[config.mk]
export PLATFORM = sky130hd
export DESIGN_NAME = audio_out_top
export DESIGN_NICKNAME = d
export VERILOG_FILES = /design/src/aout_sample_pkg.sv /design/src/ahbl_pkg.sv /design/src/audio_out_top.sv /design/src/aout_regs.sv /design/src/aout_pwm.sv /design/src/aout_sample_fifo.sv
export VERILOG_INCLUDE_DIRS = /design/src /design/src/src
export SDC_FILE = /design/constraint.sdc
export NUM_CORES = 1
export LEC_CHECK = 0
export BUFFER_PORTS_ARGS = -buffer_cell sky130_fd_sc_hd__buf_4
export CORE_ASPECT_RATIO = 0.8
export CORE_UTILIZATION = 38
export CTS_CLUSTER_SIZE = 40
export DETAILED_ROUTE_END_ITERATION = 6
export HOLD_SLACK_MARGIN = 0.02
export PLACE_DENSITY = 0.58
export SYNTH_ARGS = -nofsm -noshare
export SYNTH_HDL_FRONTEND = slang
export SYNTH_HIERARCHICAL = 1
export SYNTH_SLANG_ARGS = --single-unit
[constraint.sdc]
create_clock -name clk_sys -period 2.8 [get_ports clk_sys]
set_input_delay 0 -clock clk_sys [delete_from_list [all_inputs] [get_ports clk_sys]]
set_output_delay 0 -clock clk_sys [all_outputs]
set_load 0.02 [all_outputs]
[src/aout_defines.svh]
/*
 Shared sizes, register offsets and reset values of the audio output block.
 The FIFO depth must stay 2**AOUT_FIFO_ADDR_W, and the level needs one bit more
 than the FIFO address. Only haddr[3:2] selects a register.
*/
`ifndef AOUT_DEFINES_SVH
`define AOUT_DEFINES_SVH

// Sample FIFO geometry
`define AOUT_FIFO_ADDR_W    2
`define AOUT_FIFO_DEPTH     4
`define AOUT_LEVEL_W        3

// Sample and PWM widths, duty is the top PWM_W bits of each channel
`define AOUT_SAMPLE_W       16
`define AOUT_PWM_W          8
`define AOUT_INTERVAL_W     8

// Register map, byte offsets
`define AOUT_ADDR_W         4
`define AOUT_OFS_CSR        4'h0
`define AOUT_OFS_FIFO       4'h4
`define AOUT_OFS_FIFO_MONO  4'h8

// CSR reset values
`define AOUT_INTERVAL_RST   8'd0
`define AOUT_THRESH_RST     3'd0

`endif
[src/aout_sample_pkg.sv]
/*
 Stereo sample types shared by the register block, FIFO and PWM engine.
 Left sits in the upper half of a FIFO word and right in the lower half,
 matching the bus layout of a stereo write.
*/
`include "aout_defines.svh"

package aout_sample_pkg;

    // One stereo pair, left channel first
    typedef struct packed {
        logic [`AOUT_SAMPLE_W-1:0] l;
        logic [`AOUT_SAMPLE_W-1:0] r;
    } stereo_sample_t;

    // A FIFO word is written as a raw bus word and read back as halves
    typedef union packed {
        logic [2*`AOUT_SAMPLE_W-1:0] raw;
        stereo_sample_t              lr;
    } fifo_word_u;

endpackage

[src/ahbl_pkg.sv]
/*
 AHB-Lite encodings seen by the subordinate port.
 Only the transfer type and the one-bit response are described, since
 bursts, protection and locked transfers are not decoded by this block.
*/
package ahbl_pkg;

    // ----------------------------------------
    // Transfer type, HTRANS

    typedef enum logic [1:0] {
        IDLE   = 2'b00,
        BUSY   = 2'b01,
        NONSEQ = 2'b10,
        SEQ    = 2'b11
    } htrans_e;

    // ----------------------------------------
    // Response, HRESP

    // Both phases of an ERROR drive HRESP_ERROR
    localparam logic HRESP_OKAY  = 1'b0;
    localparam logic HRESP_ERROR = 1'b1;

endpackage

[src/audio_out_top.sv]
/*
 Audio output block: AHB-Lite register port, sample FIFO and PWM engine,
 all on clk_sys. hready_i must carry the bus HREADY so that wait states
 of this port hold the next address phase.
*/
`timescale 1ns/1ps
`include "aout_defines.svh"

module audio_out_top
    import ahbl_pkg::*;
    import aout_sample_pkg::*;
(
    input  logic                    clk_sys,
    input  logic                    rst_n_sys,
    input  logic [`AOUT_ADDR_W-1:0] haddr_i,
    input  logic [1:0]              htrans_i,
    input  logic                    hwrite_i,
    input  logic [2:0]              hsize_i,
    input  logic                    hready_i,
    input  logic [31:0]             hwdata_i,
    output logic                    hready_resp_o,
    output logic                    hresp_o,
    output logic [31:0]             hrdata_o,
    output logic                    irq_o,
    output logic                    audio_l_o,
    output logic                    audio_r_o
);

    logic                        fifo_push;
    fifo_word_u                  fifo_push_data;
    logic                        fifo_pop;
    fifo_word_u                  fifo_head;
    logic                        fifo_full;
    logic                        fifo_empty;
    logic [`AOUT_LEVEL_W-1:0]    fifo_level;
    logic                        pwm_enable;
    logic [`AOUT_INTERVAL_W-1:0] pwm_interval;
    logic                        pwm_running;

    aout_regs u_regs (
        .clk_sys       (clk_sys),
        .rst_n_sys     (rst_n_sys),
        .haddr_i       (haddr_i),
        .htrans_i      (htrans_e'(htrans_i)),
        .hwrite_i      (hwrite_i),
        .hsize_i       (hsize_i),
        .hready_i      (hready_i),
        .hwdata_i      (hwdata_i),
        .hready_resp_o (hready_resp_o),
        .hresp_o       (hresp_o),
        .hrdata_o      (hrdata_o),
        .full_i        (fifo_full),
        .level_i       (fifo_level),
        .running_i     (pwm_running),
        .push_o        (fifo_push),
        .push_data_o   (fifo_push_data),
        .enable_o      (pwm_enable),
        .interval_o    (pwm_interval),
        .irq_o         (irq_o)
    );

    aout_sample_fifo u_fifo (
        .clk_sys     (clk_sys),
        .rst_n_sys   (rst_n_sys),
        .push_i      (fifo_push),
        .push_data_i (fifo_push_data),
        .pop_i       (fifo_pop),
        .head_o      (fifo_head),
        .full_o      (fifo_full),
        .empty_o     (fifo_empty),
        .level_o     (fifo_level)
    );

    aout_pwm u_pwm (
        .clk_sys    (clk_sys),
        .rst_n_sys  (rst_n_sys),
        .enable_i   (pwm_enable),
        .interval_i (pwm_interval),
        .head_i     (fifo_head),
        .empty_i    (fifo_empty),
        .pop_o      (fifo_pop),
        .running_o  (pwm_running),
        .audio_l_o  (audio_l_o),
        .audio_r_o  (audio_r_o)
    );

endmodule

[src/aout_regs.sv]
/*
 AHB-Lite subordinate and control registers of the audio output block.
 Zero wait states, except a sample write to a full FIFO, which holds
 hready_resp_o low until a slot frees. Writes are taken as full words and
 byte lanes are ignored. Transfers wider than 32 bits and unmapped word
 offsets get the two-cycle ERROR response. hready_i must be the bus HREADY.
*/
`timescale 1ns/1ps
`include "aout_defines.svh"

module aout_regs
    import ahbl_pkg::*;
    import aout_sample_pkg::*;
(
    input  logic                        clk_sys,
    input  logic                        rst_n_sys,
    input  logic [`AOUT_ADDR_W-1:0]     haddr_i,
    input  htrans_e                     htrans_i,
    input  logic                        hwrite_i,
    input  logic [2:0]                  hsize_i,
    input  logic                        hready_i,
    input  logic [31:0]                 hwdata_i,
    output logic                        hready_resp_o,
    output logic                        hresp_o,
    output logic [31:0]                 hrdata_o,
    input  logic                        full_i,
    input  logic [`AOUT_LEVEL_W-1:0]    level_i,
    input  logic                        running_i,
    output logic                        push_o,
    output fifo_word_u                  push_data_o,
    output logic                        enable_o,
    output logic [`AOUT_INTERVAL_W-1:0] interval_o,
    output logic                        irq_o
);

    // CSR bit positions
    localparam int CSR_EN      = 0;
    localparam int CSR_RUN     = 1;
    localparam int CSR_SGN     = 2;
    localparam int CSR_RDY     = 3;
    localparam int CSR_IVL_LSB = 8;
    localparam int CSR_THR_LSB = 16;
    localparam int CSR_LVL_LSB = 24;

    logic                        dph_valid_q;
    logic                        dph_write_q;
    logic                        dph_wide_q;
    logic [`AOUT_ADDR_W-1:0]     dph_addr_q;
    logic                        err_second_q;

    logic                        enable_q;
    logic                        signed_q;
    logic [`AOUT_INTERVAL_W-1:0] interval_q;
    logic [`AOUT_LEVEL_W-1:0]    thresh_q;

    logic [`AOUT_ADDR_W-1:0]     word_ofs;
    logic                        sel_csr;
    logic                        sel_fifo;
    logic                        sel_mono;
    logic                        bad_xfer;
    logic                        sample_wr;
    logic                        csr_wr;
    logic [31:0]                 csr_rdata;
    fifo_word_u                  bus_word;
    fifo_word_u                  sample_word;

    // ----------------------------------------
    // Address phase capture

    always_ff @(posedge clk_sys or negedge rst_n_sys) begin
        if (!rst_n_sys) begin
            dph_valid_q <= 1'b0;
            dph_write_q <= 1'b0;
            dph_wide_q  <= 1'b0;
            dph_addr_q  <= '0;
        end else if (hready_i) begin
            dph_valid_q <= (htrans_i == NONSEQ) || (htrans_i == SEQ);
            dph_write_q <= hwrite_i;
            dph_wide_q  <= hsize_i > 3'd2;
            dph_addr_q  <= haddr_i;
        end
    end

    // Byte offset bits do not take part in the decode
    assign word_ofs = {dph_addr_q[`AOUT_ADDR_W-1:2], 2'b00};
    assign sel_csr  = word_ofs == `AOUT_OFS_CSR;
    assign sel_fifo = word_ofs == `AOUT_OFS_FIFO;
    assign sel_mono = word_ofs == `AOUT_OFS_FIFO_MONO;

    assign bad_xfer  = dph_valid_q && (dph_wide_q || !(sel_csr || sel_fifo || sel_mono));
    assign sample_wr = dph_valid_q && dph_write_q && !dph_wide_q && (sel_fifo || sel_mono);
    assign csr_wr    = dph_valid_q && dph_write_q && !dph_wide_q && sel_csr;

    // ----------------------------------------
    // Response

    // First ERROR cycle holds HREADYOUT low, second one releases it
    always_ff @(posedge clk_sys or negedge rst_n_sys) begin
        if (!rst_n_sys) begin
            err_second_q <= 1'b0;
        end else begin
            err_second_q <= bad_xfer && !err_second_q;
        end
    end

    assign hready_resp_o = !((sample_wr && full_i) || (bad_xfer && !err_second_q));
    assign hresp_o       = bad_xfer ? HRESP_ERROR : HRESP_OKAY;

    // ----------------------------------------
    // Control register

    always_ff @(posedge clk_sys or negedge rst_n_sys) begin
        if (!rst_n_sys) begin
            enable_q   <= 1'b0;
            signed_q   <= 1'b0;
            interval_q <= `AOUT_INTERVAL_RST;
            thresh_q   <= `AOUT_THRESH_RST;
        end else if (csr_wr) begin
            enable_q   <= hwdata_i[CSR_EN];
            signed_q   <= hwdata_i[CSR_SGN];
            interval_q <= hwdata_i[CSR_IVL_LSB +: `AOUT_INTERVAL_W];
            thresh_q   <= hwdata_i[CSR_THR_LSB +: `AOUT_LEVEL_W];
        end
    end

    always_comb begin
        csr_rdata                                    = '0;
        csr_rdata[CSR_EN]                            = enable_q;
        csr_rdata[CSR_RUN]                           = running_i;
        csr_rdata[CSR_SGN]                           = signed_q;
        csr_rdata[CSR_RDY]                           = !full_i;
        csr_rdata[CSR_IVL_LSB +: `AOUT_INTERVAL_W]   = interval_q;
        csr_rdata[CSR_THR_LSB +: `AOUT_LEVEL_W]      = thresh_q;
        csr_rdata[CSR_LVL_LSB +: `AOUT_LEVEL_W]      = level_i;
    end

    // FIFO offsets read as zero
    assign hrdata_o = (dph_valid_q && !dph_write_q && sel_csr) ? csr_rdata : '0;

    // ----------------------------------------
    // Sample word and push

    always_comb begin
        bus_word.raw = hwdata_i;
        sample_word  = bus_word;
        // Mono copies the low half into the left channel as well
        if (sel_mono) begin
            sample_word.lr.l = bus_word.lr.r;
        end
        // Two's complement to offset binary
        sample_word.lr.l[`AOUT_SAMPLE_W-1] = sample_word.lr.l[`AOUT_SAMPLE_W-1] ^ signed_q;
        sample_word.lr.r[`AOUT_SAMPLE_W-1] = sample_word.lr.r[`AOUT_SAMPLE_W-1] ^ signed_q;
    end

    assign push_o      = sample_wr && !full_i;
    assign push_data_o = sample_word;

    assign enable_o   = enable_q;
    assign interval_o = interval_q;
    assign irq_o      = level_i <= thresh_q;

endmodule

[src/aout_pwm.sv]
/*
 Two-channel PWM engine. One period is 256 clk_sys cycles and each output
 is high for as many cycles as its 8-bit duty. A sample is held for
 interval+1 periods; on underrun the last sample repeats. The interval is
 sampled at each sample boundary, so change it only while stopped.
*/
`timescale 1ns/1ps
`include "aout_defines.svh"

module aout_pwm
    import aout_sample_pkg::*;
(
    input  logic                        clk_sys,
    input  logic                        rst_n_sys,
    input  logic                        enable_i,
    input  logic [`AOUT_INTERVAL_W-1:0] interval_i,
    input  fifo_word_u                  head_i,
    input  logic                        empty_i,
    output logic                        pop_o,
    output logic                        running_o,
    output logic                        audio_l_o,
    output logic                        audio_r_o
);

    logic                        running_q;
    logic [`AOUT_PWM_W-1:0]      ramp_q;
    logic [`AOUT_INTERVAL_W-1:0] rep_q;
    logic [`AOUT_PWM_W-1:0]      duty_l_q;
    logic [`AOUT_PWM_W-1:0]      duty_r_q;
    logic [`AOUT_PWM_W-1:0]      duty_l_next;
    logic [`AOUT_PWM_W-1:0]      duty_r_next;
    logic                        audio_l_q;
    logic                        audio_r_q;
    logic                        period_start;
    logic                        period_end;

    assign period_start = running_q && (ramp_q == '0);
    assign period_end   = ramp_q == '1;

    // Sample boundary once the repeat count has run out
    assign pop_o = period_start && (rep_q == '0) && !empty_i;

    // ----------------------------------------
    // Run control and counters

    always_ff @(posedge clk_sys or negedge rst_n_sys) begin
        if (!rst_n_sys) begin
            running_q <= 1'b0;
            ramp_q    <= '0;
            rep_q     <= '0;
        end else begin
            if (!running_q) begin
                running_q <= enable_i;
            end else if (!enable_i && period_end) begin
                running_q <= 1'b0;
            end
            // Counters park at zero so the first period start is a boundary
            if (!running_q) begin
                ramp_q <= '0;
                rep_q  <= '0;
            end else begin
                ramp_q <= ramp_q + 1'b1;
                if (period_start) begin
                    rep_q <= (rep_q == '0) ? interval_i : rep_q - 1'b1;
                end
            end
        end
    end

    // ----------------------------------------
    // Duty and outputs

    assign duty_l_next = pop_o ? head_i.lr.l[`AOUT_SAMPLE_W-1 -: `AOUT_PWM_W] : duty_l_q;
    assign duty_r_next = pop_o ? head_i.lr.r[`AOUT_SAMPLE_W-1 -: `AOUT_PWM_W] : duty_r_q;

    // Outputs lag the ramp by one cycle and see the new duty at once
    always_ff @(posedge clk_sys or negedge rst_n_sys) begin
        if (!rst_n_sys) begin
            duty_l_q  <= '0;
            duty_r_q  <= '0;
            audio_l_q <= 1'b0;
            audio_r_q <= 1'b0;
        end else if (!running_q) begin
            duty_l_q  <= '0;
            duty_r_q  <= '0;
            audio_l_q <= 1'b0;
            audio_r_q <= 1'b0;
        end else begin
            duty_l_q  <= duty_l_next;
            duty_r_q  <= duty_r_next;
            audio_l_q <= ramp_q < duty_l_next;
            audio_r_q <= ramp_q < duty_r_next;
        end
    end

    assign running_o = running_q;
    assign audio_l_o = audio_l_q;
    assign audio_r_o = audio_r_q;

endmodule

[src/aout_sample_fifo.sv]
/*
 Synchronous sample FIFO, four entries of one stereo word each.
 Pushing while full or popping while empty is not guarded here; the
 register block and the PWM engine never do either.
*/
`timescale 1ns/1ps
`include "aout_defines.svh"

module aout_sample_fifo
    import aout_sample_pkg::*;
(
    input  logic                     clk_sys,
    input  logic                     rst_n_sys,
    input  logic                     push_i,
    input  fifo_word_u               push_data_i,
    input  logic                     pop_i,
    output fifo_word_u               head_o,
    output logic                     full_o,
    output logic                     empty_o,
    output logic [`AOUT_LEVEL_W-1:0] level_o
);

    localparam int AW = `AOUT_FIFO_ADDR_W;

    fifo_word_u               mem_q [`AOUT_FIFO_DEPTH];
    logic [AW:0]              wptr_q;
    logic [AW:0]              rptr_q;
    logic [`AOUT_LEVEL_W-1:0] level_q;

    // Storage
    always_ff @(posedge clk_sys) begin
        if (push_i) begin
            mem_q[wptr_q[AW-1:0]] <= push_data_i;
        end
    end

    // Pointers carry one wrap bit above the address
    always_ff @(posedge clk_sys or negedge rst_n_sys) begin
        if (!rst_n_sys) begin
            wptr_q  <= '0;
            rptr_q  <= '0;
            level_q <= '0;
        end else begin
            if (push_i) begin
                wptr_q <= wptr_q + 1'b1;
            end
            if (pop_i) begin
                rptr_q <= rptr_q + 1'b1;
            end
            case ({push_i, pop_i})
                2'b10:   level_q <= level_q + 1'b1;
                2'b01:   level_q <= level_q - 1'b1;
                default: level_q <= level_q;
            endcase
        end
    end

    assign empty_o = wptr_q == rptr_q;
    assign full_o  = (wptr_q[AW] != rptr_q[AW]) && (wptr_q[AW-1:0] == rptr_q[AW-1:0]);
    assign head_o  = mem_q[rptr_q[AW-1:0]];
    assign level_o = level_q;

endmodule

==> summary.md <==
| Metric | Value |
|---|---|
| Pleak | 3.39 nW |
| DRC | 0 |
| Num Clock Sinks | 127 |
| Final nets | 698 |
| Relative slew slack | 42.9% |
| Layout area overhead | 28.9% |
| IO Pins | 82 |
| Type of origin of the critical path | flip-flop |
| Worst Tran Pin Value | 0.856 ns |
| Cell area after synthesis | 6520 sq um |
| Crit-path max FO | 8 |
| H-tree Lvls | 4 |
| Total track usage | 18.2% |
| Crit share post-route | 98.6% |
| Total power | 7.14 mW |
| RSZ-0062 raised after global routing | yes |
| Via density per instance | 5.10 |
| Worst Hold Slack | 0.0931 ns |
| Drt total wl | 14,800 microns |
| Core Util, Final | 50.4% |
| Max Clock Skew | 0.0120 ns |
| Dpl hpwl | 10,100 microns |
| IR Drop Worst-Case VDD | 0.456 mV |
| Num CTS Buffers | 17 |
| Hold Fails Final Rpt | 0 |
| Setup_tns | 0 ns |
| Initial antenna violation count | 0 |
| Wire per inst | 17.3 microns |
| First-pass GRT wire length | 24,200 microns |
| Post-route ant nets | 0 |
| Core Box Area | 16,700 sq um |
| Die area | 17,700 sq um |
| Final Slew Violations | 0 |
| Final min period | 2.76 ns |
| Ant. Diodes | 0 |
| Root buf cell | clkbuf_16 |
| Row cnt | 42 |
| Cells after Synth | 505 |
| Vias in the first global route | 4,512 |
| Clk buf depth | 2 |
| Worst EP arrival | 3.07 ns |
| WP data required | 3.11 ns |
| Largest net degree at the start of global routing | 64 |
| Worst Path Class, Setup | flip-flop to flip-flop |
| Initial Utilization | 39.1% |
| Register area | 3500 sq um |
| Final Setup Violations | 0 |
| Gr ovfl total | 0 |
| Area of the multi-input gates | 2880 sq um |
| Fmax achieved | 0.362 GHz |
| Worst Hold Class | primary input to flip-flop |
| Worst skew pair latency | 0.41 ns |
| Max-Cap Viols | 0 |
| Die height | 119 microns |
| DR iter-0 viols | 301 |
| Fill count | 1,454 |
| Detailed-route via count | 4,353 |
| Ys Warns | 6 |
| Non-filler cells, final | 854 |
| Placed insts | 781 |
| Die width | 148 microns |
| Drt pass-1 iters | 4 |
| RePlAce Congestion | 0.819 |
| IO buf count | 53 |
| Power Density | 850 nW/um^2 |
| Status | finished clean |
| Mean Syn Cell Area | 12.9 sq um |
| Ratio of cells with drive above 1 in the final layout | 36.0% |
| Clk slew on worst S/H paths | 0.06 ns |
| CTS tree | yes |
| Endpoint class of the critical path | flip-flop |
-- path summary, 6_finish.rpt --
path	to	from	slack, ns	depth (start not counted)
hold / removal	u_fifo/mem_q[1][31]	hwdata_i[31]	0.09	3
max in group asynchronous	u_pwm/duty_r_q[4]	rst_n_sys	1.99	2
hold reg to reg	u_regs/err_second_q	u_regs/err_second_q	0.44	1
min in group asynchronous	u_pwm/ramp_q[6]	rst_n_sys	0.23	2
setup reg to reg	u_pwm/audio_r_o	u_pwm/ramp_q[0]	0.04	13
setup / recovery	u_pwm/audio_r_o	u_pwm/ramp_q[0]	0.04	13
-- flip-flops by register name (all words and copies together) (netlist names) --
register             cells
u_regs/dph_write_q       1
u_regs/interval_o        8
u_regs/thresh_q          3
u_pwm/audio_l_o          1
u_pwm/duty_r_q           8
u_regs/dph_valid_q       1
u_fifo/level_o           3
u_regs/enable_o          1
u_pwm/rep_q              8
u_pwm/audio_r_o          1
u_pwm/duty_l_q           8
u_regs/err_second_q      1
u_regs/signed_q          1
u_fifo/rptr_q            3
u_regs/dph_addr_q        2
u_pwm/running_o          1
u_regs/dph_wide_q        1
u_fifo/mem_q            64
u_fifo/wptr_q            3
u_pwm/ramp_q             8
-- critical path, stage by stage (launching register included) --
cell and delay, ns:
dfrtp_1 0.39, inv_2 0.07, ha_2 0.16, or4b_4 0.49, nor3_4 0.17, buf_12 0.16, buf_12 0.12, nand3_4 0.07
and2_4 0.14, ha_4 0.21, nand4_1 0.08, o21ai_1 0.06, or3_1 0.35, a221oi_2 0.19
-- metrics by stage --
stage          instance area, sq um  worst slack (ns)
3_5_place_dp                   7190           -0.0375
4_1_cts                        8350           -0.0167
5_1_grt                        8400           -0.0859
2_1_floorplan                  6580           -0.0342
3_3_place_gp                   7190           0.00907
6_report                       8400            0.0400
-- placed cells by master (no fill, tap or decap), types with 14 or more instances in the layout --
cell type,instances
a21oi_1,26
and2_1,24
buf_4,103
clkbuf_16,17
conb_1,14
dfrtp_1,63
dlygate4sd3_1,31
edfxtp_1,64
ha_1,17
inv_1,16
mux2_2,14
nand3_1,17
o21ai_0,26
-- report_power, final --
part | switching [mW] | total, mW | internal [mW] | leakage [nW]
Clock | 0.854 | 1.99 | 1.14 | 0.259
Combinational | 1.29 | 2.62 | 1.33 | 1.76
Sequential | 0.233 | 2.53 | 2.30 | 1.37
Total | 2.38 | 7.14 | 4.76 | 3.39
-- cell type report --
type | instances | area share, %
Sequential cell | 127 | 41.6
Timing Repair Buffer | 138 | 13.7
Inverter | 17 | 0.759
Clock buffer | 17 | 5.06
Multi-Input combinational cell | 321 | 34.3
Clock inverter | 14 | 1.27
Tap cell | 220 | 3.28
-- per-layer routing --
| layer | GRT usage (%) | up-vias | share of wire, % |
|---|---|---|---|
| met1 | 25.2 | 2222 | 48 |
| met4 | 3.99 | 0 | 0.20 |
| met2 | 28.6 | 79 | 49 |
| met3 | 4.75 | 2 | 3.3 |
| met5 | 0 | - | 0 |
| li1 | - | 2050 | - |
-- repair_timing --
action,4_1_cts,5_1_grt
hold buffers,31,0
cloned,1,0
endpoints found under the hold margin,141,0
setup buffers,10,1
pin swaps,15,10
gates resized for setup,34,19
setup endpoints to repair,2,3
(Power assumes the default switching activity.)
